<file path="src/design/bm_pkg.sv">
package bm_pkg;

    // stream and buffer geometry, depths cut down for sim
    localparam int STREAM_DW    = 32;
    localparam int FM_AW        = 10;   // 1024 words per bank
    localparam int FM_DW        = 32;
    localparam int FILTER_AW    = 7;
    localparam int FILTER_DW    = 72;   // nine 8-bit taps
    localparam int FILTER_LANES = 4;
    localparam int KERNEL_TAPS  = 9;
    localparam int W_SIZE       = 5;
    localparam int W_CHANNEL    = 5;

    typedef struct packed {
        logic [W_SIZE-1:0]    width;
        logic [W_SIZE-1:0]    height;
        logic [W_CHANNEL-1:0] channel;
        logic [W_CHANNEL-1:0] channel_out;
    } layer_cfg_t;

    // axi side read stream, no back-pressure
    typedef struct packed {
        logic                 vld;
        logic [STREAM_DW-1:0] data;
    } stream_t;

    typedef struct packed {
        logic             vld;
        logic [FM_AW-1:0] addr;
        logic [FM_DW-1:0] data;
    } ofm_wr_t;

    typedef struct packed {
        logic             req;
        logic [FM_AW-1:0] addr;
    } fm_rd_t;

    typedef struct packed {
        logic                 req;
        logic [FILTER_AW-1:0] addr;
    } fb_rd_t;

    typedef logic [FILTER_LANES-1:0][FILTER_DW-1:0] fb_data_t;

    typedef enum logic {ROLE_IFM = 1'b0, ROLE_OFM = 1'b1} fm_role_e;

    typedef enum logic [1:0] {
        LD_IDLE,
        LD_IFM,
        LD_FILTER_ARMED,
        LD_FILTER
    } load_state_e;

endpackage

</file>
<file path="src/design/bm_ctrl.sv">
`timescale 1ns/1ps

module bm_ctrl (
    input  logic             clk,
    input  logic             rstn,
    input  logic             load_ifm,
    input  logic             load_filter,
    input  logic             csync_run,
    input  logic             fm_buf_switch,
    input  logic             stream_vld,
    input  logic             filter_last_wr,
    output logic             ifm_load_start,
    output logic             ifm_load_en,
    output logic             filter_first,
    output logic             filter_en,
    output bm_pkg::fm_role_e role0,
    output logic             fb_ready,
    output logic             csync_done
);
    import bm_pkg::*;

    load_state_e state, state_nxt;
    logic        load_ifm_d, load_filter_d, csync_run_d;
    logic        ifm_rise, filter_rise, csync_rise;

    // --------------------------------------------------
    // request edge detection
    always_ff @(posedge clk or negedge rstn) begin
        if (!rstn) begin
            load_ifm_d    <= 1'b0;
            load_filter_d <= 1'b0;
            csync_run_d   <= 1'b0;
        end else begin
            load_ifm_d    <= load_ifm;
            load_filter_d <= load_filter;
            csync_run_d   <= csync_run;
        end
    end

    assign ifm_rise    = load_ifm & ~load_ifm_d;
    assign filter_rise = load_filter & ~load_filter_d;
    assign csync_rise  = csync_run & ~csync_run_d;

    // --------------------------------------------------
    // load fsm
    always_comb begin
        state_nxt = state;
        if (ifm_rise) begin
            state_nxt = LD_IFM;
        end else if (filter_rise) begin
            state_nxt = LD_FILTER_ARMED;
        end else begin
            case (state)
                LD_IFM:          if (!load_ifm) state_nxt = LD_IDLE;
                LD_FILTER_ARMED: begin
                    if (!load_filter) begin
                        state_nxt = LD_IDLE;
                    end else if (stream_vld) begin
                        state_nxt = LD_FILTER;   // first beat of the kernel set
                    end
                end
                LD_FILTER:       if (!load_filter) state_nxt = LD_IDLE;
                default:         state_nxt = LD_IDLE;
            endcase
        end
    end

    always_ff @(posedge clk or negedge rstn) begin
        if (!rstn) begin
            state <= LD_IDLE;
        end else begin
            state <= state_nxt;
        end
    end

    assign ifm_load_start = ifm_rise;
    assign ifm_load_en    = load_ifm & (ifm_rise | (state == LD_IFM));
    assign filter_first   = load_filter & stream_vld & (state == LD_FILTER_ARMED);
    assign filter_en      = load_filter & ((state == LD_FILTER_ARMED) | (state == LD_FILTER));

    // --------------------------------------------------
    // bank role pointer and filter ready flag
    always_ff @(posedge clk or negedge rstn) begin
        if (!rstn) begin
            role0    <= ROLE_IFM;
            fb_ready <= 1'b0;
        end else begin
            if (fm_buf_switch) begin
                role0 <= (role0 == ROLE_IFM) ? ROLE_OFM : ROLE_IFM;
            end
            if (csync_rise || filter_rise) begin
                fb_ready <= 1'b0;   // new sync or new kernel set
            end else if (filter_last_wr) begin
                fb_ready <= 1'b1;
            end
        end
    end

    assign csync_done = csync_run & fb_ready;

    // ifm and filter loads share the stream
    a_one_load: assert property (@(posedge clk) disable iff (!rstn)
        !(load_ifm && load_filter));

endmodule

</file>
<file path="config.mk">
export PLATFORM = sky130hd
export DESIGN_NAME = bm_ctrl
export DESIGN_NICKNAME = d
export VERILOG_FILES = /design/src/design/bm_pkg.sv /design/src/design/bm_ctrl.sv
export SDC_FILE = /design/constraint.sdc
export NUM_CORES = 1
export LEC_CHECK = 0
export ABC_AREA = 1
export BUFFER_PORTS_ARGS = -buffer_cell sky130_fd_sc_hd__buf_2
export CAP_MARGIN = 20
export CORE_AREA = 2 2 39 41
export CTS_CLUSTER_DIAMETER = 30
export CTS_CLUSTER_SIZE = 25
export DETAILED_ROUTE_END_ITERATION = 8
export DIE_AREA = 0 0 41 43
export GPL_ROUTABILITY_DRIVEN = 0
export GPL_TIMING_DRIVEN = 0
export SETUP_SLACK_MARGIN = 0.3
export SYNTH_ARGS = -nofsm -noshare
export SYNTH_HDL_FRONTEND = slang
export SYNTH_SLANG_ARGS = --single-unit
</file>
<file path="constraint.sdc">
create_clock -name clk -period 0.8 [get_ports clk]
set_input_delay 0 -clock clk [delete_from_list [all_inputs] [get_ports clk]]
set_output_delay 0 -clock clk [all_outputs]
set_load 0.01 [all_outputs]
</file>
* Yosys cells after proc, flatten, opt, wreduce, memory -nomap -nowiden
Index checks and enable logic that the tools add are counted.
** Word-level totals
- Bits in registers :: 7
- Output and inout bits :: 7
- Logic and storage cells :: 38
** Operators by class
- Eq/ne operators :: 6
- Multiplexer cells :: 10
- Bitwise gates (word level) :: 13
- Reductions and logical operators :: 3
** Operators with widths (number)
- 2-bit 2-to-1 mux :: 6
- 1-bit AND :: 8
- 4-bit inequality test, second input constant :: 2
- 2-bit one-hot mux with 3 select lines :: 1
- 5-bit inequality test, second input constant :: 1
- 2-bit equality test, second input constant :: 2
- 1-bit 2-to-1 mux :: 3
- 1-bit inverter :: 3
- 3-bit AND reduction :: 1
- 2-bit by 1-bit equality test with 1-bit output, second input constant :: 1
- 1-bit OR :: 2
- 2-bit nonzero test :: 1
- 1-bit logical OR :: 1

* Depth between registers and ports, before layout
- Depth after elaboration :: 5
- Depth in mapped cells :: 7
- Mapped depth without buffers :: 7

* Worst setup path after synthesis
Ideal clock, no wire load.
- Path type :: reg2reg
- Start point :: register state[1]
- End point :: register state[1]
- Setup time :: 116 ps
- Data arrival time :: 751 ps
- Required time :: 684 ps
- Path slack :: -67 ps
- Stages on the path, launching flop included :: 8
- Buffers on the path :: 0
- Clock period less this slack :: 867 ps
- Cell sequence :: dfrtp_1 > nand2_1 > inv_2 > nand2_2 > nand2_4 > nand2_2 > nand2_1 > nand2_1
** On the way
- Cells in the longest elaborated chain, start to end :: 4
- Elaborated cells between the ends (all ways) :: 10
- Classes of those cells :: eq/ne (6); mux (3); reduce/logical (1)
** Ends and longest elaborated chain
- from (decl) :: RTL line bm_ctrl.sv:22 : load_state_e state, state_nxt;
- from (signal assigned) :: RTL line bm_ctrl.sv:72 : state <= state_nxt;
- 2-bit equality test or 2-bit by 1-bit equality test with 1-bit output (tied branches) :: RTL line bm_ctrl.sv:53 : case (state)
- 2-bit one-hot mux with 3 select lines :: RTL line bm_ctrl.sv:53
- 2-bit 2-to-1 mux :: RTL line bm_ctrl.sv:50 : end else if (filter_rise) begin
- 2-bit 2-to-1 mux :: RTL line bm_ctrl.sv:48 : if (ifm_rise) begin
Parallel ways exist; a longest one is shown, timed or not.
A chain may end at the register's enable or synchronous reset.

* Final worst setup path
- Start point :: register state[0]
- End point :: output filter_first
** On the way
- Cells in the longest elaborated chain, start to end :: 2
** Ends and longest elaborated chain
- 2-bit equality test :: RTL line bm_ctrl.sv:78 : assign filter_first = load_filter & stream_vld & (state == LD_FILTER_ARMED);
- 1-bit AND :: RTL line bm_ctrl.sv:78
- to (decl) :: RTL line bm_ctrl.sv:14 : output logic filter_first,
No other way between the ends.

==> results.py <==
metrics = {
    "clock_tree": {
        "htree_num_levels": 1,
        "cts-root-buf": "clkbuf_4",
        "hold_buffers": 1,
        "cts_tree": "yes",
        "max-clock-path-buffers": 2,
        "cts_buffers": 3,
        "clk_latency_ps": 250,
        "cts_sinks": 7,
        "clk_pin_slew_ps": 60,
    },
    "power": {
        "p_leak_nw": 0.2987,
        "power_mw": 1.027,
        "p_per_area_nw_per_um2": 1905,
        "vdd_ir_drop_max_mv": 0.7005,
    },
    "synth": {
        "synth_seq_cells": 7,
        "synth-seq-area-share": 0.5224,
        "synth.cell_area_sq_um": 335.3,
        "synthMostInstantiatedCell": "nand2_1",
        "syn_nets": 49,
        "synth_cell_type_count": 13,
        "synth_edf_count": 0,
        "synthCells": 41,
        "syn_avg_cell_area_sq_um": 8.179,
        "synth_area_leaders": "dfrtp_1, nand2_1, inv_1",
        "synth_warnings": 0,
        "synth_common_cells": "nand2_1, inv_1, dfrtp_1",
        "ys.flop_type": "dfrtp_1",
        "yosys.area.top_type": "dfrtp_1",
        "yosysTopAreaCellShare": 0.5224,
        "async_flop_share": 1.000,
    },
    "critical_path": {
        "cpPeakStageDelay_ps": 410,
        "worst-r2r-setup-slack_ps": -170,
        "cp_max_fo": 3,
        "r2r_start": "state[0]$_DFFE_PN0P_",
        "cpLargestDelayFamily": "flip-flops",
        "reg2regPathDepth": 6,
        "worstSetupPathType": "register to output port",
        "startpoint_type": "register",
        "crit_arrival_ps": 1030,
        "slowest_stage": "dfrtp_1",
        "cp.required_ps": 800,
        "critPathBufInv": 2,
        "reg2reg_to": "state[1]$_DFFE_PN0P_",
        "end_kind": "output port",
        "cp_cell_sequence": "inv_2 > nand3_4 > nor2_2 > buf_2",
    },
    "layout": {
        "fillerInstances": 142,
        "regArea_sq_um": 176.4,
        "nets": 72,
        "diodes": 0,
        "multi_input_area_sq_um": 152.6,
        "final_util": 0.3897,
        "final_layout_size_suffix_gt1_frac": 0.6349,
        "area_growth_pct": 60.82,
    },
    "routing": {
        "drt_iter0_drc": 3,
        "drc": 0,
        "drt-pass1-iter-count": 4,
        "totalWireLength_microns": 733,
        "viasPerCell": 4.152,
        "routedWlPerCell_microns": 9.278,
        "vias": 328,
        "drtAntennaViolNets": 0,
    },
    "global_routing": {
        "grt-ovfl-total": 0,
        "grt_max_degree": 8,
        "antenna_found_initial": 0,
        "grt_pass1_vias": 324,
        "groute.usage.overall": 0.1100,
        "grt_pass1_wl_mm": 1.228,
    },
    "place": {
        "io_buffer_count": 14,
        "pre_cts_ws_ps": -146.2,
        "hpwl_microns": 535.5,
    },
    "sta": {
        "finClkSkew_ps": 3.802,
        "fin_ws_ps": -231.3,
        "timing.final.crit_share": 1.289,
        "slew_headroom": 0.8870,
        "worst_pin_slew_ps": 167.7,
        "fin_crit_ps": 1031,
        "timing.hold.ws_ps": -122.3,
        "finalMaxSlewViolations": 0,
        "fmax_mhz": 969.6,
        "hold_viol_final": 5,
        "rsz0062_at_grt": "true",
        "setup_viol": 7,
    },
    "min_path": {
        "min_to": "csync_run_d$_DFF_PN0_",
        "hold_depth": 1,
        "min-delay-start": "csync_run",
        "hold_class": "primary input to register",
    },
    "floorplan": {
        "die_h_microns": 43,
        "start_util": 0.2423,
        "core-area_sq_um": 1384,
        "num_rows": 14,
        "io_pins": 15,
        "die-area_sq_um": 1763,
        "fp.dieW_microns": 41,
    },
    "status": {
        "failed_checks": "hold timing, setup timing",
        "status": "complete, but fails checks",
    },
    "run": {
        "maxCapViolCount": 0,
    },
}
-- power breakdown --
group | switching, mW | internal, mW | total [mW] | leakage, nW
logic | 0.135 | 0.121 | 0.256 | 0.198
registers | 0.0377 | 0.406 | 0.443 | 0.0832
clock network | 0.144 | 0.183 | 0.328 | 0.0177
total | 0.317 | 0.710 | 1.03 | 0.299
-- final cells by class --
cell class / instances / share of cell area
flip-flops and latches: 7 / 0.3271
clock inverters: 1 / 0.009281
multi-input cells: 24 / 0.2831
inverters: 10 / 0.06961
clock buffers: 3 / 0.04176
repair buffers: 18 / 0.2320
well taps: 16 / 0.03712
-- per-layer routing --
| metal | vias to the layer above | wire, microns | part of all wire | global-route usage |
|---|---|---|---|---|
| met5 | - | 0 | 0 | 0 |
| met4 | 0 | 19 | 0.026 | 0.1200 |
| met3 | 2 | 24 | 0.033 | 0.01571 |
| met2 | 6 | 401 | 0.55 | 0.1625 |
| met1 | 150 | 288 | 0.39 | 0.1176 |
| li1 | 170 | - | - | - |
-- cells by family (layout without fill, tap and decap cells) --
logic type	Yosys count	in the layout	synth area share
flops	7	7	0.5224
buf+inv	10	32	0.1120
simple gates	19	19	0.2798
compound gates	4	4	0.05967
xor+xnor	1	1	0.02612
-- cell usage in the layout (no fill, tap or decap) --
cell type,n
buf_2,11
dlygate4sd3_1,1
buf_4,2
buf_6,4
a21oi_2,1
nor2_2,1
dfrtp_1,6
o21ai_0,1
dfrtp_2,1
a21oi_1,1
nand2_4,1
o21ai_2,1
inv_1,3
clkinv_2,1
nand3_4,1
nand3_1,2
xor2_1,1
inv_2,7
clkbuf_4,3
nand2_2,5
nand3_2,1
nand2_1,8
-- through the flow --
| step | cells | TNS (ps) | area (sq um) |
|---|---|---|---|
| 6_report | 79 | -1062 | 539.3 |
| 4_1_cts | 78 | -1128 | 513.0 |
| 2_1_floorplan | 41 | -129.7 | 340.3 |
| 5_1_grt | 79 | -1457 | 539.3 |
| 3_3_place_gp | 71 | -252.1 | 430.4 |
| 3_5_place_dp | 71 | -286.7 | 430.4 |
-- timing repair --
action | 4_1_cts | 5_1_grt
setup endpoints to repair | 11 | 11
hold endpoints to repair | 12 | 5
gates resized for setup | 8 | 6
pin swaps | 1 | 4
buffers inserted | 2 | 1
-- worst reg2reg max path: stages (launching register included) --
cell,delay [ps]
dfrtp_1,410
inv_2,90
nand3_4,80
buf_6,120
a21oi_2,100
nand2_1,50
nand2_1,50
-- flip-flops by register name, summed over array words and instances, names as in the netlist --
signal and count:
csync_run_d 1, fb_ready 1, load_filter_d 1, load_ifm_d 1
role0 1, state 2
-- worst max path at each step --
| stage | cells after the start | slack, ps | from | end |
|---|---|---|---|---|
| detailed placement | 5 | -150 | state[0]$_DFFE_PN0P_ | state[0]$_DFFE_PN0P_ |
| finish | 4 | -230 | state[0]$_DFFE_PN0P_ | filter_first |
| floorplan | 7 | -70 | state[1]$_DFFE_PN0P_ | state[1]$_DFFE_PN0P_ |
| global placement | 5 | -130 | state[0]$_DFFE_PN0P_ | state[0]$_DFFE_PN0P_ |
| CTS | 4 | -250 | state[0]$_DFFE_PN0P_ | filter_first |
| global route | 4 | -290 | state[1]$_DFFE_PN0P_ | ifm_load_en |
Power figures use the tool's default switching activity.
