**config.mk**
```make
export PLATFORM = sky130hd
export DESIGN_NAME = filter_packer
export DESIGN_NICKNAME = d
export VERILOG_FILES = /design/src/design/bm_pkg.sv /design/src/design/filter_packer.sv
export SDC_FILE = /design/constraint.sdc
export NUM_CORES = 1
export LEC_CHECK = 0
export ABC_AREA = 0
export BUFFER_PORTS_ARGS = -buffer_cell sky130_fd_sc_hd__clkbuf_2
export CAP_MARGIN = 20
export CORE_MARGIN = 2
export CORE_UTILIZATION = 52
export CTS_BUF_LIST = sky130_fd_sc_hd__clkbuf_4 sky130_fd_sc_hd__clkbuf_8 sky130_fd_sc_hd__clkbuf_16
export CTS_CLUSTER_SIZE = 24
export DETAILED_ROUTE_END_ITERATION = 10
export GPL_TIMING_DRIVEN = 0
export PLACE_DENSITY = 0.8
export SETUP_SLACK_MARGIN = 0.3
export SYNTH_ARGS = -nofsm -noshare
export SYNTH_HDL_FRONTEND = slang
export SYNTH_SLANG_ARGS = --single-unit
```
**constraint.sdc**
```tcl
create_clock -name clk -period 4.69 [get_ports clk]
set_clock_uncertainty 0.1 [all_clocks]
set_input_delay 0.469 -clock clk [delete_from_list [all_inputs] [get_ports clk]]
set_output_delay 0.469 -clock clk [all_outputs]
set_load 0.02 [all_outputs]
```
**src/design/bm_pkg.sv**
```systemverilog
package bm_pkg;

    // stream and buffer geometry, depths cut down for sim
    localparam int STREAM_DW    = 32;
    localparam int FM_AW        = 10;   // 1024 words per bank
    localparam int FM_DW        = 32;
    localparam int FILTER_AW    = 7;
    localparam int FILTER_DW    = 72;   // nine 8-bit taps
    localparam int FILTER_LANES = 4;
    localparam int KERNEL_TAPS  = 9;
    localparam int W_SIZE       = 5;
    localparam int W_CHANNEL    = 5;

    typedef struct packed {
        logic [W_SIZE-1:0]    width;
        logic [W_SIZE-1:0]    height;
        logic [W_CHANNEL-1:0] channel;
        logic [W_CHANNEL-1:0] channel_out;
    } layer_cfg_t;

    // axi side read stream, no back-pressure
    typedef struct packed {
        logic                 vld;
        logic [STREAM_DW-1:0] data;
    } stream_t;

    typedef struct packed {
        logic             vld;
        logic [FM_AW-1:0] addr;
        logic [FM_DW-1:0] data;
    } ofm_wr_t;

    typedef struct packed {
        logic             req;
        logic [FM_AW-1:0] addr;
    } fm_rd_t;

    typedef struct packed {
        logic                 req;
        logic [FILTER_AW-1:0] addr;
    } fb_rd_t;

    typedef logic [FILTER_LANES-1:0][FILTER_DW-1:0] fb_data_t;

    typedef enum logic {ROLE_IFM = 1'b0, ROLE_OFM = 1'b1} fm_role_e;

    typedef enum logic [1:0] {
        LD_IDLE,
        LD_IFM,
        LD_FILTER_ARMED,
        LD_FILTER
    } load_state_e;

endpackage

```
**src/design/filter_packer.sv**
```systemverilog
`timescale 1ns/1ps

module filter_packer (
    input  logic             clk,
    input  logic             rstn,
    input  bm_pkg::stream_t  stream,
    input  logic             filter_first,
    input  logic             filter_en,
    output logic             commit,
    output bm_pkg::fb_data_t lane_words
);
    import bm_pkg::*;

    logic [3:0] tap;        // kernel position of the next beat
    logic [3:0] tap_use;
    logic       beat_vld;
    logic       group_end;

    assign beat_vld  = filter_en & stream.vld;
    assign tap_use   = filter_first ? 4'd0 : tap;
    assign group_end = beat_vld && (tap_use == 4'(KERNEL_TAPS - 1));

    // --------------------------------------------------
    // tap counter and commit
    always_ff @(posedge clk or negedge rstn) begin
        if (!rstn) begin
            tap    <= '0;
            commit <= 1'b0;
        end else begin
            commit <= group_end;   // accumulators complete next cycle
            if (beat_vld) begin
                tap <= group_end ? 4'd0 : tap_use + 4'd1;
            end
        end
    end

    // byte j of the beat goes to lane j, at byte slot tap
    always_ff @(posedge clk) begin
        if (beat_vld) begin
            for (int j = 0; j < FILTER_LANES; j++) begin
                if (tap_use == 4'd0) begin
                    lane_words[j] <= '0;
                end
                lane_words[j][8*tap_use +: 8] <= stream.data[8*j +: 8];
            end
        end
    end

    a_tap_range: assert property (@(posedge clk) disable iff (!rstn)
        tap <= 4'(KERNEL_TAPS - 1));

endmodule

```
# Word-level counts from Yosys, hierarchy flattened
# Index checks and enable logic that the tools add are counted.
dict set report word_totals {
  latch_bits 0
  mem_count 0
  rom_bits 0
  input_bits 37
  output_inout_bits 289
  mem_bits_rw 0
  register_bits 293
}
dict set report op_classes {
  order_cmp 0
  shifts 5
  reduce_logical 2
  n_addsub 2
  div 0
  multipliers 0
  n_eq_ne 1
  n_bitwise 1
  n_mux 14
}
# cell n
set ops {}
lappend ops {{$mux 72} 8}
lappend ops {{$bwmux 72} 4}
lappend ops {{$shiftx 8x34->72} 4}
lappend ops {{$shift 8x34->72 const A} 1}
lappend ops {{$neg 7->34} 1}
lappend ops {{$mux 4} 2}
lappend ops {{$add 4x1->4 const B} 1}
lappend ops {{$eq 4x4->1 const B} 1}
lappend ops {{$logic_not 4->1} 1}
lappend ops {{$and 1x1->1} 1}
lappend ops {{$logic_and 1x1->1} 1}

# Depth between registers and ports, before layout
# Gate-level depths: netlist of the first run.
dict set report depth {
  depth_word 5
  ltp_mapped 11
  mapped_depth_nobuf 7
}

# Worst setup path after synthesis of the first run
# Ideal clock, no wire load.
dict set report synth_timing {
  path_type {in2reg}
  from {input filter_first}
  to {register lane_words[136] (netlist name), enable pin}
  setup_slack_ns 0.466
  setup_ns 0.432
  arrival_ns 3.692
  required_time_ns 4.158
  path_stages 9
  path_cell_list {buf_2 nor2b_1 clkbuf_1 inv_1 ha_1 clkbuf_1 nor4_1 nand4_1 a21oi_1}
}
# element line
set synth_rtl {}
lappend synth_rtl {{start, declared} filter_packer.sv:7} ;# input logic filter_first,
lappend synth_rtl {{end signal, assigned by index} filter_packer.sv:44} ;# lane_words[j][8*tap_use +: 8] <= stream.data[8*j +: 8];
lappend synth_rtl {{end, declared} filter_packer.sv:10} ;# output bm_pkg::fb_data_t lane_words

==> impl_metrics.tcl, run 1 <==
set metrics [dict create \
    start_util_pct 52.87 \
    fin_crit_ps 3623 \
    gp_congestion 0.8672 \
    synth_area_leaders "edfxtp_1 (78%), and2_1 (7.3%), nor2_1 (5.5%), nand2b_1 (2.1%), dfrtp_1 (1.1%)" \
    path_class "reg -> reg" \
    cp.depth 9 \
    p_per_area_mw_per_mm2 441.7 \
    grt_pass1_wl_mm 43.79 \
    cpMostUsedCell "clkbuf_1" \
    synth_enable_flop_cells 288 \
    antenna_left 0 \
    antenna_found_initial 0 \
    power_mw 6.350 \
    critPathLaunch "tap[0]" \
    synthXorXnorAreaFrac_pct 0.2251 \
    hold_start "stream[22]" \
    worst_setup_path_end_kind "flop" \
    synth-compound-area-share_pct 1.261 \
    crit_chain "nor2b_1 -> clkbuf_1 -> inv_1 -> ha_1 -> clkbuf_1 -> nor4_1 -> nand4_1 -> o22ai_4 -> buf_16" \
    fillers 1460 \
    syn_area_per_cell_sq_um 15.02 \
    setup_viol_count_final 0 \
    clkSlewWorstSetupHoldPaths_ps 60 \
    die-height_um 150.2 \
    holdCritPathClass "in -> reg" \
    drtIter0Drc 506 \
    die_w_um 150.2 \
    cp_slowest_cell "nor4_1" \
    cts_tree "built" \
    cts_buffer_depth 3 \
    synth_flop_cell "edfxtp_1" \
    tightest_slew_ps 1099 \
    drv_cap 0 \
    wl_met1_mm 11.71 \
    clkLatencyLatePin_ps 530 \
    grt_max_degree 27 \
    clock_sinks 293 \
    routed_via_density 5.242 \
    met2_wirelength_mm 15.29 \
    netlist.area_leader.share_pct 77.81 \
    portBuffers 325 \
    synth_mux_area_share_pct 0.2139 \
    syn_area_sq_mm 0.01111 \
    rr_worst_depth 9 \
    grtUsageTotal_pct 26.48 \
    cts_root_buf "clkbuf_16" \
    min_path_cells 2 \
    cp.arrival_ps 3760 \
    ios 326 \
    dpl.hpwl_mm 21.73 \
    cts_max_level 1 \
    synthSimpleGateAreaFrac_pct 16.96 \
    grt_pass1_vias 7313 \
    synth_top_family_by_area "simple AND/OR/NAND/NOR gates" \
    rsz0062_at_grt "false" \
    synth_nets 783 \
    path_delay_family "simple AND/OR/NAND/NOR gates" \
    avgRoutedWirePerCell_um 21.53 \
    min_period_over_period_pct 77.25 \
    start_kind "flop" \
    routed.top_layer "met4" \
    wl_met3_mm 2.322 \
    grt-ovfl-total 0 \
    postCtsSetupRepairBufs 0 \
    syn_to_final_growth_pct 29.35 \
    max_slew_margin_pct 26.75 \
    core-area_sq_mm 0.02102 \
    final_area_sq_mm 0.01438 \
    routed_wl_mm 30.20 \
    synthCells 740 \
    crit_buf_inv 4 \
    synthArstFlopShare_pct 1.706 \
    cp.required_ps 4830 \
    post_cts_resized 0 \
    drc 0 \
    cp_slowest_stage_delay_ps 630 \
    run_status "complete, no violations" \
    yosysWarnings 0 \
    drt-pass1-iter-count 5 \
    layout_common_cells "clkbuf_2 (328), edfxtp_1 (288), nor2_1 (163)" \
    power.leakage_nw 5.701 \
    placementRows 53 \
    placed_area_sq_mm 0.01339 \
    register_area_sq_mm 0.008773 \
    multiInputGateArea_sq_mm 0.002250 \
    ys_types 37 \
    drv_slew 0 \
    crit_fanout 20 \
    finalHoldViolCount 0 \
    die_area_sq_mm 0.02256 \
    rr_startpoint "tap[0]" \
    synth-seq-area-share_pct 78.94 \
    vias 7355 \
    numCtsBuffers 29 \
    synth_top_area_cell "edfxtp_1" \
    diodes 0 \
    synth_seq_cells 293 \
    ir_worst_vdd_v 0.0003311 \
    final_common_cell "clkbuf_2" \
    final_layout_size_suffix_gt1_share_pct 37.85 \
    timing.fmax_mhz 276.0 \
    nNetsFinal 1149 \
    synth_fa_ha_area_share_pct 0.6754 \
]
[where the power goes]
group	internal, mW	switching, mW	total [mW]
Sequential	3.05	0.0589	3.11
Clock	1.42	0.936	2.36
Combinational	0.241	0.642	0.883
[final cells by class]
cell class | count | share of cell area [%]
flip-flops and latches | 293 | 61.03
multi-input cells | 404 | 15.65
repair buffers | 335 | 12.79
clock buffers | 40 | 5.622
well taps | 275 | 2.393
plain buffers | 38 | 1.201
clock inverters | 13 | 1.184
inverters | 5 | 0.1305
[stage by stage]
stage          TNS (ps)  utilization [%]  setup WS, ps  hold WS [ps]  instances
4_1_cts               0            68.39          1101         148.3       1403
3_5_place_dp          0            63.69         856.9         195.6       1349
2_1_floorplan         0                -         466.2         73.41        740
5_1_grt               0            68.39         811.4         159.9       1403
3_3_place_gp    -227700            62.25         -1080         190.2       1340
6_report              0            68.39          1067         160.1       1403
[worst paths after layout]
check                                  endpoint  slack, ps
worst max-delay path            lane_words[250]       1070
worst min-delay path            lane_words[190]        160
worst max register to register  lane_words[250]       1070
worst min register to register           tap[1]        530
max in group asynchronous                tap[0]       4160
min in group asynchronous                tap[1]        190
[layer usage]
metal | track usage [%] | vias up
li1 | - | 3306
met4 | 8.538 | 0
met5 | 0 | -
met2 | 46.03 | 369
met1 | 33.33 | 3624
met3 | 5.667 | 56
[sequential cells by signal, indices dropped and copies added (netlist names)]
register,count
commit,1
lane_words,288
tap,4
[cells in the mapped netlist (2+ instances only)]
cell type and number:
nor4_1 3, nor3_1 4, nand2_1 20, dfrtp_1 5, nand2b_1 38, edfxtp_1 288
and2_1 130, inv_1 5, nor2_1 164, nand4_1 2, ha_1 6, clkbuf_1 14
nor3_2 2, buf_2 21, o21ai_0 4, nor2b_1 2, a21oi_1 7, clkbuf_2 3
o21ba_2 2, nand3_1 2, a22o_1 2
[logic make-up (layout without fill, tap and decap cells)]
family,count (synthesis),after routing
xor+xnor,2,2
compound gates,21,21
buf+inv,43,431
fa+ha+maj,6,6
mux,2,2
simple gates,373,373
flops,293,293
[worst reg2reg max path: stages (launching register included)]
cell and delay, ps:
dfrtp_1 460, nor2b_1 160, clkbuf_1 310, inv_1 120, ha_1 280, clkbuf_1 250, nor4_1 630, nand4_1 230
o22ai_4 520, buf_16 250
[what timing repair did]
| item | CTS | global route |
|---|---|---|
| hold buffers | 1 | 0 |
| hold endpoints to repair | 5 | 0 |
| endpoints found under the setup margin | 0 | 0 |
Note: power is estimated with default switching activity, not from simulation.
==> run 2: changes to the inputs <==
--- a/config.mk
+++ b/config.mk
@@ -5,16 +5,16 @@
 export SDC_FILE = /design/constraint.sdc
 export NUM_CORES = 1
 export LEC_CHECK = 0
-export ABC_AREA = 0
+export ABC_AREA = 1
 export BUFFER_PORTS_ARGS = -buffer_cell sky130_fd_sc_hd__clkbuf_2
 export CAP_MARGIN = 20
 export CORE_MARGIN = 2
-export CORE_UTILIZATION = 52
+export CORE_UTILIZATION = 47
 export CTS_BUF_LIST = sky130_fd_sc_hd__clkbuf_4 sky130_fd_sc_hd__clkbuf_8 sky130_fd_sc_hd__clkbuf_16
 export CTS_CLUSTER_SIZE = 24
 export DETAILED_ROUTE_END_ITERATION = 10
 export GPL_TIMING_DRIVEN = 0
-export PLACE_DENSITY = 0.8
+export PLACE_DENSITY = 0.76
 export SETUP_SLACK_MARGIN = 0.3
 export SYNTH_ARGS = -nofsm -noshare
 export SYNTH_HDL_FRONTEND = slang
==> constraint.sdc (replaced) <==
create_clock -name clk -period 3.2 [get_ports clk]
set_clock_uncertainty 0.1 [all_clocks]
set_input_delay 0.32 -clock clk [delete_from_list [all_inputs] [get_ports clk]]
set_output_delay 0.32 -clock clk [all_outputs]
set_load 0.02 [all_outputs]
==> run 2 against run 1 <==
  * Setup slack worse by 630 ps
  * Critical path depth is 2 higher
  * Fmax is 31% higher
  * Cell count is 19% higher
  * Critical endpoint is now lane_words[237]
  * Largest cell class unchanged
  * Area after synthesis is 3.0% higher
  * Sequential share of layout area is 2.1 points lower
  * Global-route usage is 1.5 points lower
  * Hold slack worse by 110 ps
  * Clock power is 46% higher
  * Flip-flop and latch count stayed put
==> impl_metrics.tcl, run 2 <==
set metrics [dict create \
    yosysWarnings 0 \
    final_util_pct 61.72 \
    clkLatencyLatePin_ps 540 \
    cts_max_level 1 \
    synth_enable_flop_cells 288 \
    vias 8534 \
    finalHoldViolCount 0 \
    cp.arrival_ps 2920 \
    gp_congestion 0.8672 \
    register_area_sq_mm 0.008773 \
    power.leakage_nw 5.759 \
    largest_register_ff_count 288 \
    start_kind "flop" \
    routed_wl_mm 32.87 \
    yosys.cell_count.top_type "nor2_1" \
    die_w_um 160.1 \
    clock_sinks 293 \
    final_layout_size_suffix_gt1_share_pct 34.05 \
    syn_area_sq_mm 0.01145 \
    drtIter0Drc 633 \
    die-height_um 160.1 \
    dpl.hpwl_mm 23.39 \
    tightest_slew_ps 916.5 \
    p_switching_mw 2.622 \
    switching_share_pct 27.57 \
    drv_cap 0 \
    start_util_pct 47.50 \
    diodes 0 \
    synth-seq-area-share_pct 76.62 \
    grt-ovfl-total 0 \
    grt_pass1_vias 8262 \
    nNetsFinal 1364 \
    ys_types 20 \
    synth_seq_cells 293 \
    setup_viol_count_final 0 \
    wl_met1_mm 12.74 \
    met2_wirelength_mm 16.19 \
    synth_top_area_cell "edfxtp_1" \
    reg_top3 "lane_words: 288 flops, tap: 4 flops, commit: 1 flops" \
    clkSlewWorstSetupHoldPaths_ps 70 \
    holdCritPathClass "in -> async" \
    power.internal_mw 6.890 \
    cts_buffer_depth 3 \
    seqPwrFrac_pct 48.0 \
    ys_top_cells_by_count "nor2_1 (305), edfxtp_1 (288), nand2_1 (139), nand3_1 (79), inv_1 (46)" \
    p_clk_share_pct 36.1 \
    synthArstFlopShare_pct 1.706 \
    avgRoutedWirePerCell_um 19.73 \
    crit_fanout 12 \
    cp.required_ps 3360 \
    drc 0 \
    syn_area_per_cell_sq_um 12.16 \
    numCtsBuffers 28 \
    synthCells 942 \
    routed_via_density 5.122 \
    netlist.area_leader.share_pct 75.52 \
    final_area_sq_mm 0.01488 \
    p_comb_share_pct 15.9 \
    placementRows 57 \
    p_per_area_mw_per_mm2 639.4 \
    ios 326 \
    wl_met3_mm 2.798 \
    fin_crit_ps 2766 \
    syn_to_final_growth_pct 29.93 \
    rsz0062_at_grt "false" \
    ir_worst_vdd_v 0.0004533 \
    grt_max_degree 33 \
    synth_flop_cell "edfxtp_1" \
    synth_area_leaders "edfxtp_1 (76%), nor2_1 (10%), nand2_1 (4.6%), nand3_1 (3.5%), buf_2 (1.6%)" \
    synth_nets 985 \
    cts_root_buf "clkbuf_16" \
    drv_slew 0 \
    routed.top_layer "met4" \
    antenna_left 0 \
    path_class "reg -> reg" \
    antenna_found_initial 0 \
    max_slew_margin_pct 38.83 \
    min_period_over_period_pct 86.45 \
    layout_common_cells "clkbuf_2 (326), nor2_1 (302), edfxtp_1 (288)" \
    power_mw 9.513 \
    rrSetupSlack_ps 430 \
    cts_tree "built" \
    timing.fmax_mhz 361.5 \
    rr_worst_depth 11 \
    portBuffers 325 \
    placed_area_sq_mm 0.01359 \
    fillers 1940 \
    largest-register "lane_words" \
    multiInputGateArea_sq_mm 0.002390 \
    worst_setup_path_end_kind "flop" \
    core-area_sq_mm 0.02411 \
    run_status "complete, no violations" \
    grt_pass1_wl_mm 48.18 \
    final_common_cell "clkbuf_2" \
    drt-pass1-iter-count 7 \
    die_area_sq_mm 0.02563 \
    grtUsageTotal_pct 25.00 \
]
[run 2: cell types whose count changed after synthesis, sizes merged, moves of 7 or more]
cell and change:
nor2 +141, and2 -130, nand2 +120, nand3 +77, inv +44, nand2b -38
buf +22, a21oi -7
[run 2: critical path: stages, from the launching register on]
cell and delay, ps:
dfrtp_1 380, nand2_1 170, inv_2 150, buf_6 180
buf_6 180, nor3_1 60, ha_1 300, inv_1 80
nor2_4 240, nand2_4 150, o21ai_4 250, clkbuf_16 230
[run 2: worst paths after layout]
check                          start              end
max                           tap[0]  lane_words[237]
min                             rstn           tap[2]
max reg2reg                   tap[0]  lane_words[237]
min reg2reg                   tap[1]           tap[1]
max in group asynchronous       rstn           tap[3]
min in group clk           stream[1]    lane_words[1]
[run 2: power by group through the flow]
stage / clock network, mW / logic (mW) / registers (mW)
3_5_place_dp: 0 / 1.42 / 4.65
4_1_cts: 3.49 / 1.49 / 4.57
3_3_place_gp: 0 / 1.39 / 4.65
6_report: 3.44 / 1.51 / 4.57
2_1_floorplan: 0 / 0.557 / 4.94
5_1_grt: 3.60 / 1.62 / 4.58
[run 2: cell type report]
type / instances / share of cell area (%)
buffer: 55 / 1.867
multi-input combinational: 548 / 16.06
clock inverter: 16 / 1.295
inverter: 49 / 1.261
sequential: 293 / 58.97
tap: 324 / 2.725
timing repair buffer: 346 / 12.64
clock buffer: 35 / 5.180
[run 2: per-stage QoR]
step | setup slack, ps | setup TNS (ps) | cells | hold slack, ps
after floorplan | 100.3 | 0 | 942 | -75.59
after global placement | -911.3 | -202850 | 1591 | 40.03
after detailed placement | -792.2 | -139800 | 1593 | 49.53
after CTS | 291.9 | 0 | 1661 | 12.89
after global routing | 294.0 | 0 | 1666 | 43.12
final | 433.6 | 0 | 1666 | 48.90
[run 2: per-layer routing]
metal	track usage [%]	vias up
met5	0	-
met4	9.255	0
met3	4.468	80
met2	42.48	473
met1	32.42	4065
li1	-	3916
[run 2: kinds of logic (layout without fill, tap and decap cells)]
logic type	count (synthesis)	in the layout	share of synthesized area [%]
AOI/OAI and AO/OA	8	10	0.3715
DFF	293	293	76.62
adders and majority gates	6	6	0.6556
and+or+nand+nor	530	531	18.38
xor gates and xnor gates	1	1	0.07650
buffers and inverters	104	501	3.901
[run 2: what timing repair did]
item | in CTS | in global routing
hold buffers | 2 | 0
setup endpoints to repair | 407 | 403
pin swaps | 6 | 3
hold endpoints to repair | 6 | 0
gates cloned | 3 | 1
gates resized for setup | 17 | 8
setup buffers | 12 | 4
==> run 3: changes to the inputs <==
==> constraint.sdc (replaced) <==
create_clock -name clk -period 3.2 [get_ports clk]
set_clock_uncertainty 0.1 [all_clocks]
set_input_delay 0.16 -clock clk [delete_from_list [all_inputs] [get_ports clk]]
set_output_delay 0.16 -clock clk [all_outputs]
set_load 0.02 [all_outputs]
==> run 3 against run 2 <==
  * Fmax up 1.8%
  * Sequential share of layout area down 1.5 points
  * First-iteration DRC count up 10%
  * Total power grew 0.99%
  * Critical endpoint is now lane_words[24]
  * Largest power group unchanged
  * Critical path type unchanged
  * Cell count grew 2.2%
==> impl_metrics.tcl, run 3 (synthesis results as in run 2) <==
set metrics [dict create \
    rr_startpoint "tap[0]" \
    drtIter0Drc 696 \
    p_comb_share_pct 16.3 \
    p_switching_mw 2.626 \
    grt_pass1_wl_mm 50.30 \
    gp_congestion 0.8536 \
    diodes 0 \
    ios 326 \
    clkLatencyLatePin_ps 540 \
    vias 8821 \
    core-area_sq_mm 0.02411 \
    hold_start "filter_first" \
    min_period_over_period_pct 84.94 \
    finalHoldViolCount 0 \
    drv_slew 0 \
    clkSlewWorstSetupHoldPaths_ps 60 \
    pre_cts_ws_ps -763.4 \
    tightest_slew_ps 1075 \
    start_kind "flop" \
    largest-register "lane_words" \
    seqPwrFrac_pct 47.6 \
    grt_pass1_vias 8623 \
    routed_wl_mm 34.07 \
    holdCritPathClass "in -> reg" \
    grt-ovfl-total 0 \
    timing.hold.ws_ps 387.9 \
    hold_end "commit" \
    power.leakage_nw 5.944 \
    start_util_pct 47.50 \
    final_layout_size_suffix_gt1_share_pct 33.58 \
    register_area_sq_mm 0.008773 \
    max_slew_margin_pct 28.29 \
    drt-pass1-iter-count 5 \
    power.internal_mw 6.981 \
    cts_tree "built" \
    fin_crit_ps 2718 \
    ir_worst_vdd_v 0.0004290 \
    fin_ws_ps 481.9 \
    cts_buffer_depth 3 \
    switching_share_pct 27.34 \
    syn_to_final_growth_pct 33.34 \
    nNetsFinal 1401 \
    dpl.hpwl_mm 23.80 \
    rrSetupSlack_ps 480 \
    portBuffers 325 \
    die_w_um 160.1 \
    crit_fanout 12 \
    path_class "reg -> reg" \
    min_path_cells 5 \
    multiInputGateArea_sq_mm 0.002390 \
    placementRows 57 \
    clock_sinks 293 \
    reg_top3 "lane_words: 288 flops, tap: 4 flops, commit: 1 flops" \
    antenna_found_initial 0 \
    cp.arrival_ps 2850 \
    power_mw 9.607 \
    grtUsageTotal_pct 26.07 \
    die_area_sq_mm 0.02563 \
    routed_via_density 5.180 \
    run_status "complete, no violations" \
    rsz0062_at_grt "false" \
    die-height_um 160.1 \
    final_common_cell "clkbuf_2" \
    cts_root_buf "clkbuf_16" \
    p_per_area_mw_per_mm2 629.2 \
    worst_setup_path_end_kind "flop" \
    largest_register_ff_count 288 \
    antenna_left 0 \
    avgRoutedWirePerCell_um 20.01 \
    timing.fmax_mhz 367.9 \
    rr_endpoint "lane_words[24]" \
    numCtsBuffers 29 \
    drc 0 \
    p_clk_share_pct 36.1 \
    cp.required_ps 3330 \
    layout_common_cells "clkbuf_2 (326), nor2_1 (302), edfxtp_1 (288)" \
    place_inst 1594 \
    fillers 1884 \
    stdcell_count 1703 \
    grt_max_degree 33 \
    rr_worst_depth 11 \
    cts_max_level 1 \
    drv_cap 0 \
    setup_viol_count_final 0 \
]
-- run 3: changes by cell type in the layout (fill, tap and decap cells not counted), sizes merged --
cell,previous run,this run
clkinv,7,9
dlygate4sd3,2,35
inv,49,48
buf,61,65
clkinvlp,5,2
clkbuf,373,375
-- run 3: cell type report --
class / count / share of cell area (%)
inverters: 49 / 1.229
plain buffers: 55 / 1.819
well taps: 324 / 2.655
clock inverters: 14 / 1.123
clock buffers: 38 / 5.277
multi-input cells: 548 / 15.65
flip-flops and latches: 293 / 57.46
repair buffers: 382 / 14.78
-- run 3: worst max-delay path by stage --
stage                      start               to  depth (start not counted)
after global routing      tap[0]   lane_words[97]                         11
final                     tap[0]   lane_words[24]                         11
after CTS                 tap[0]   lane_words[97]                         11
after global placement    tap[0]   lane_words[58]                          6
after detailed placement  tap[0]  lane_words[136]                          7
after floorplan           tap[0]  lane_words[104]                          6
-- run 3: critical path, stage by stage, from the launching register on --
cell and delay, ps:
dfrtp_1 370, nand2_1 150, inv_2 150, buf_6 190, buf_6 180, nor3_1 60, ha_1 300, inv_1 80
nor2_4 230, nand2_4 160, o21ai_4 200, buf_4 240
-- run 3: metal layers --
layer / routed length, um / global-route usage [%] / up-vias
li1: - / - / 4001
met2: 17020 / 45.08 / 521
met5: 0 / 0 / -
met1: 12980 / 33.26 / 4224
met4: 1023 / 8.681 / 0
met3: 3055 / 5.065 / 75
-- run 3: stage by stage --
stage	area, sq um	utilization [%]	setup TNS, ps
3_5_place_dp	13610	56.45	-146060
4_1_cts	15220	63.14	0
5_1_grt	15270	63.34	0
3_3_place_gp	13530	56.11	-207940
6_report	15270	63.34	0
2_1_floorplan	11490	-	0
-- run 3: power by group through the flow --
stage | Combinational (mW) | Clock (mW) | Sequential, mW
detailed placement | 1.43 | 0 | 4.65
global placement | 1.39 | 0 | 4.66
finish | 1.56 | 3.47 | 4.57
CTS | 1.55 | 3.50 | 4.57
global route | 1.67 | 3.65 | 4.59
floorplan | 0.555 | 0 | 4.94
-- run 3: timing repair --
item | in CTS | in global routing
gates resized for setup | 21 | 6
cloned | 3 | 0
endpoints found under the setup margin | 470 | 398
endpoints found under the hold margin | 157 | 0
hold buffers | 35 | 0
buffers inserted | 14 | 5
pin swaps | 7 | 2
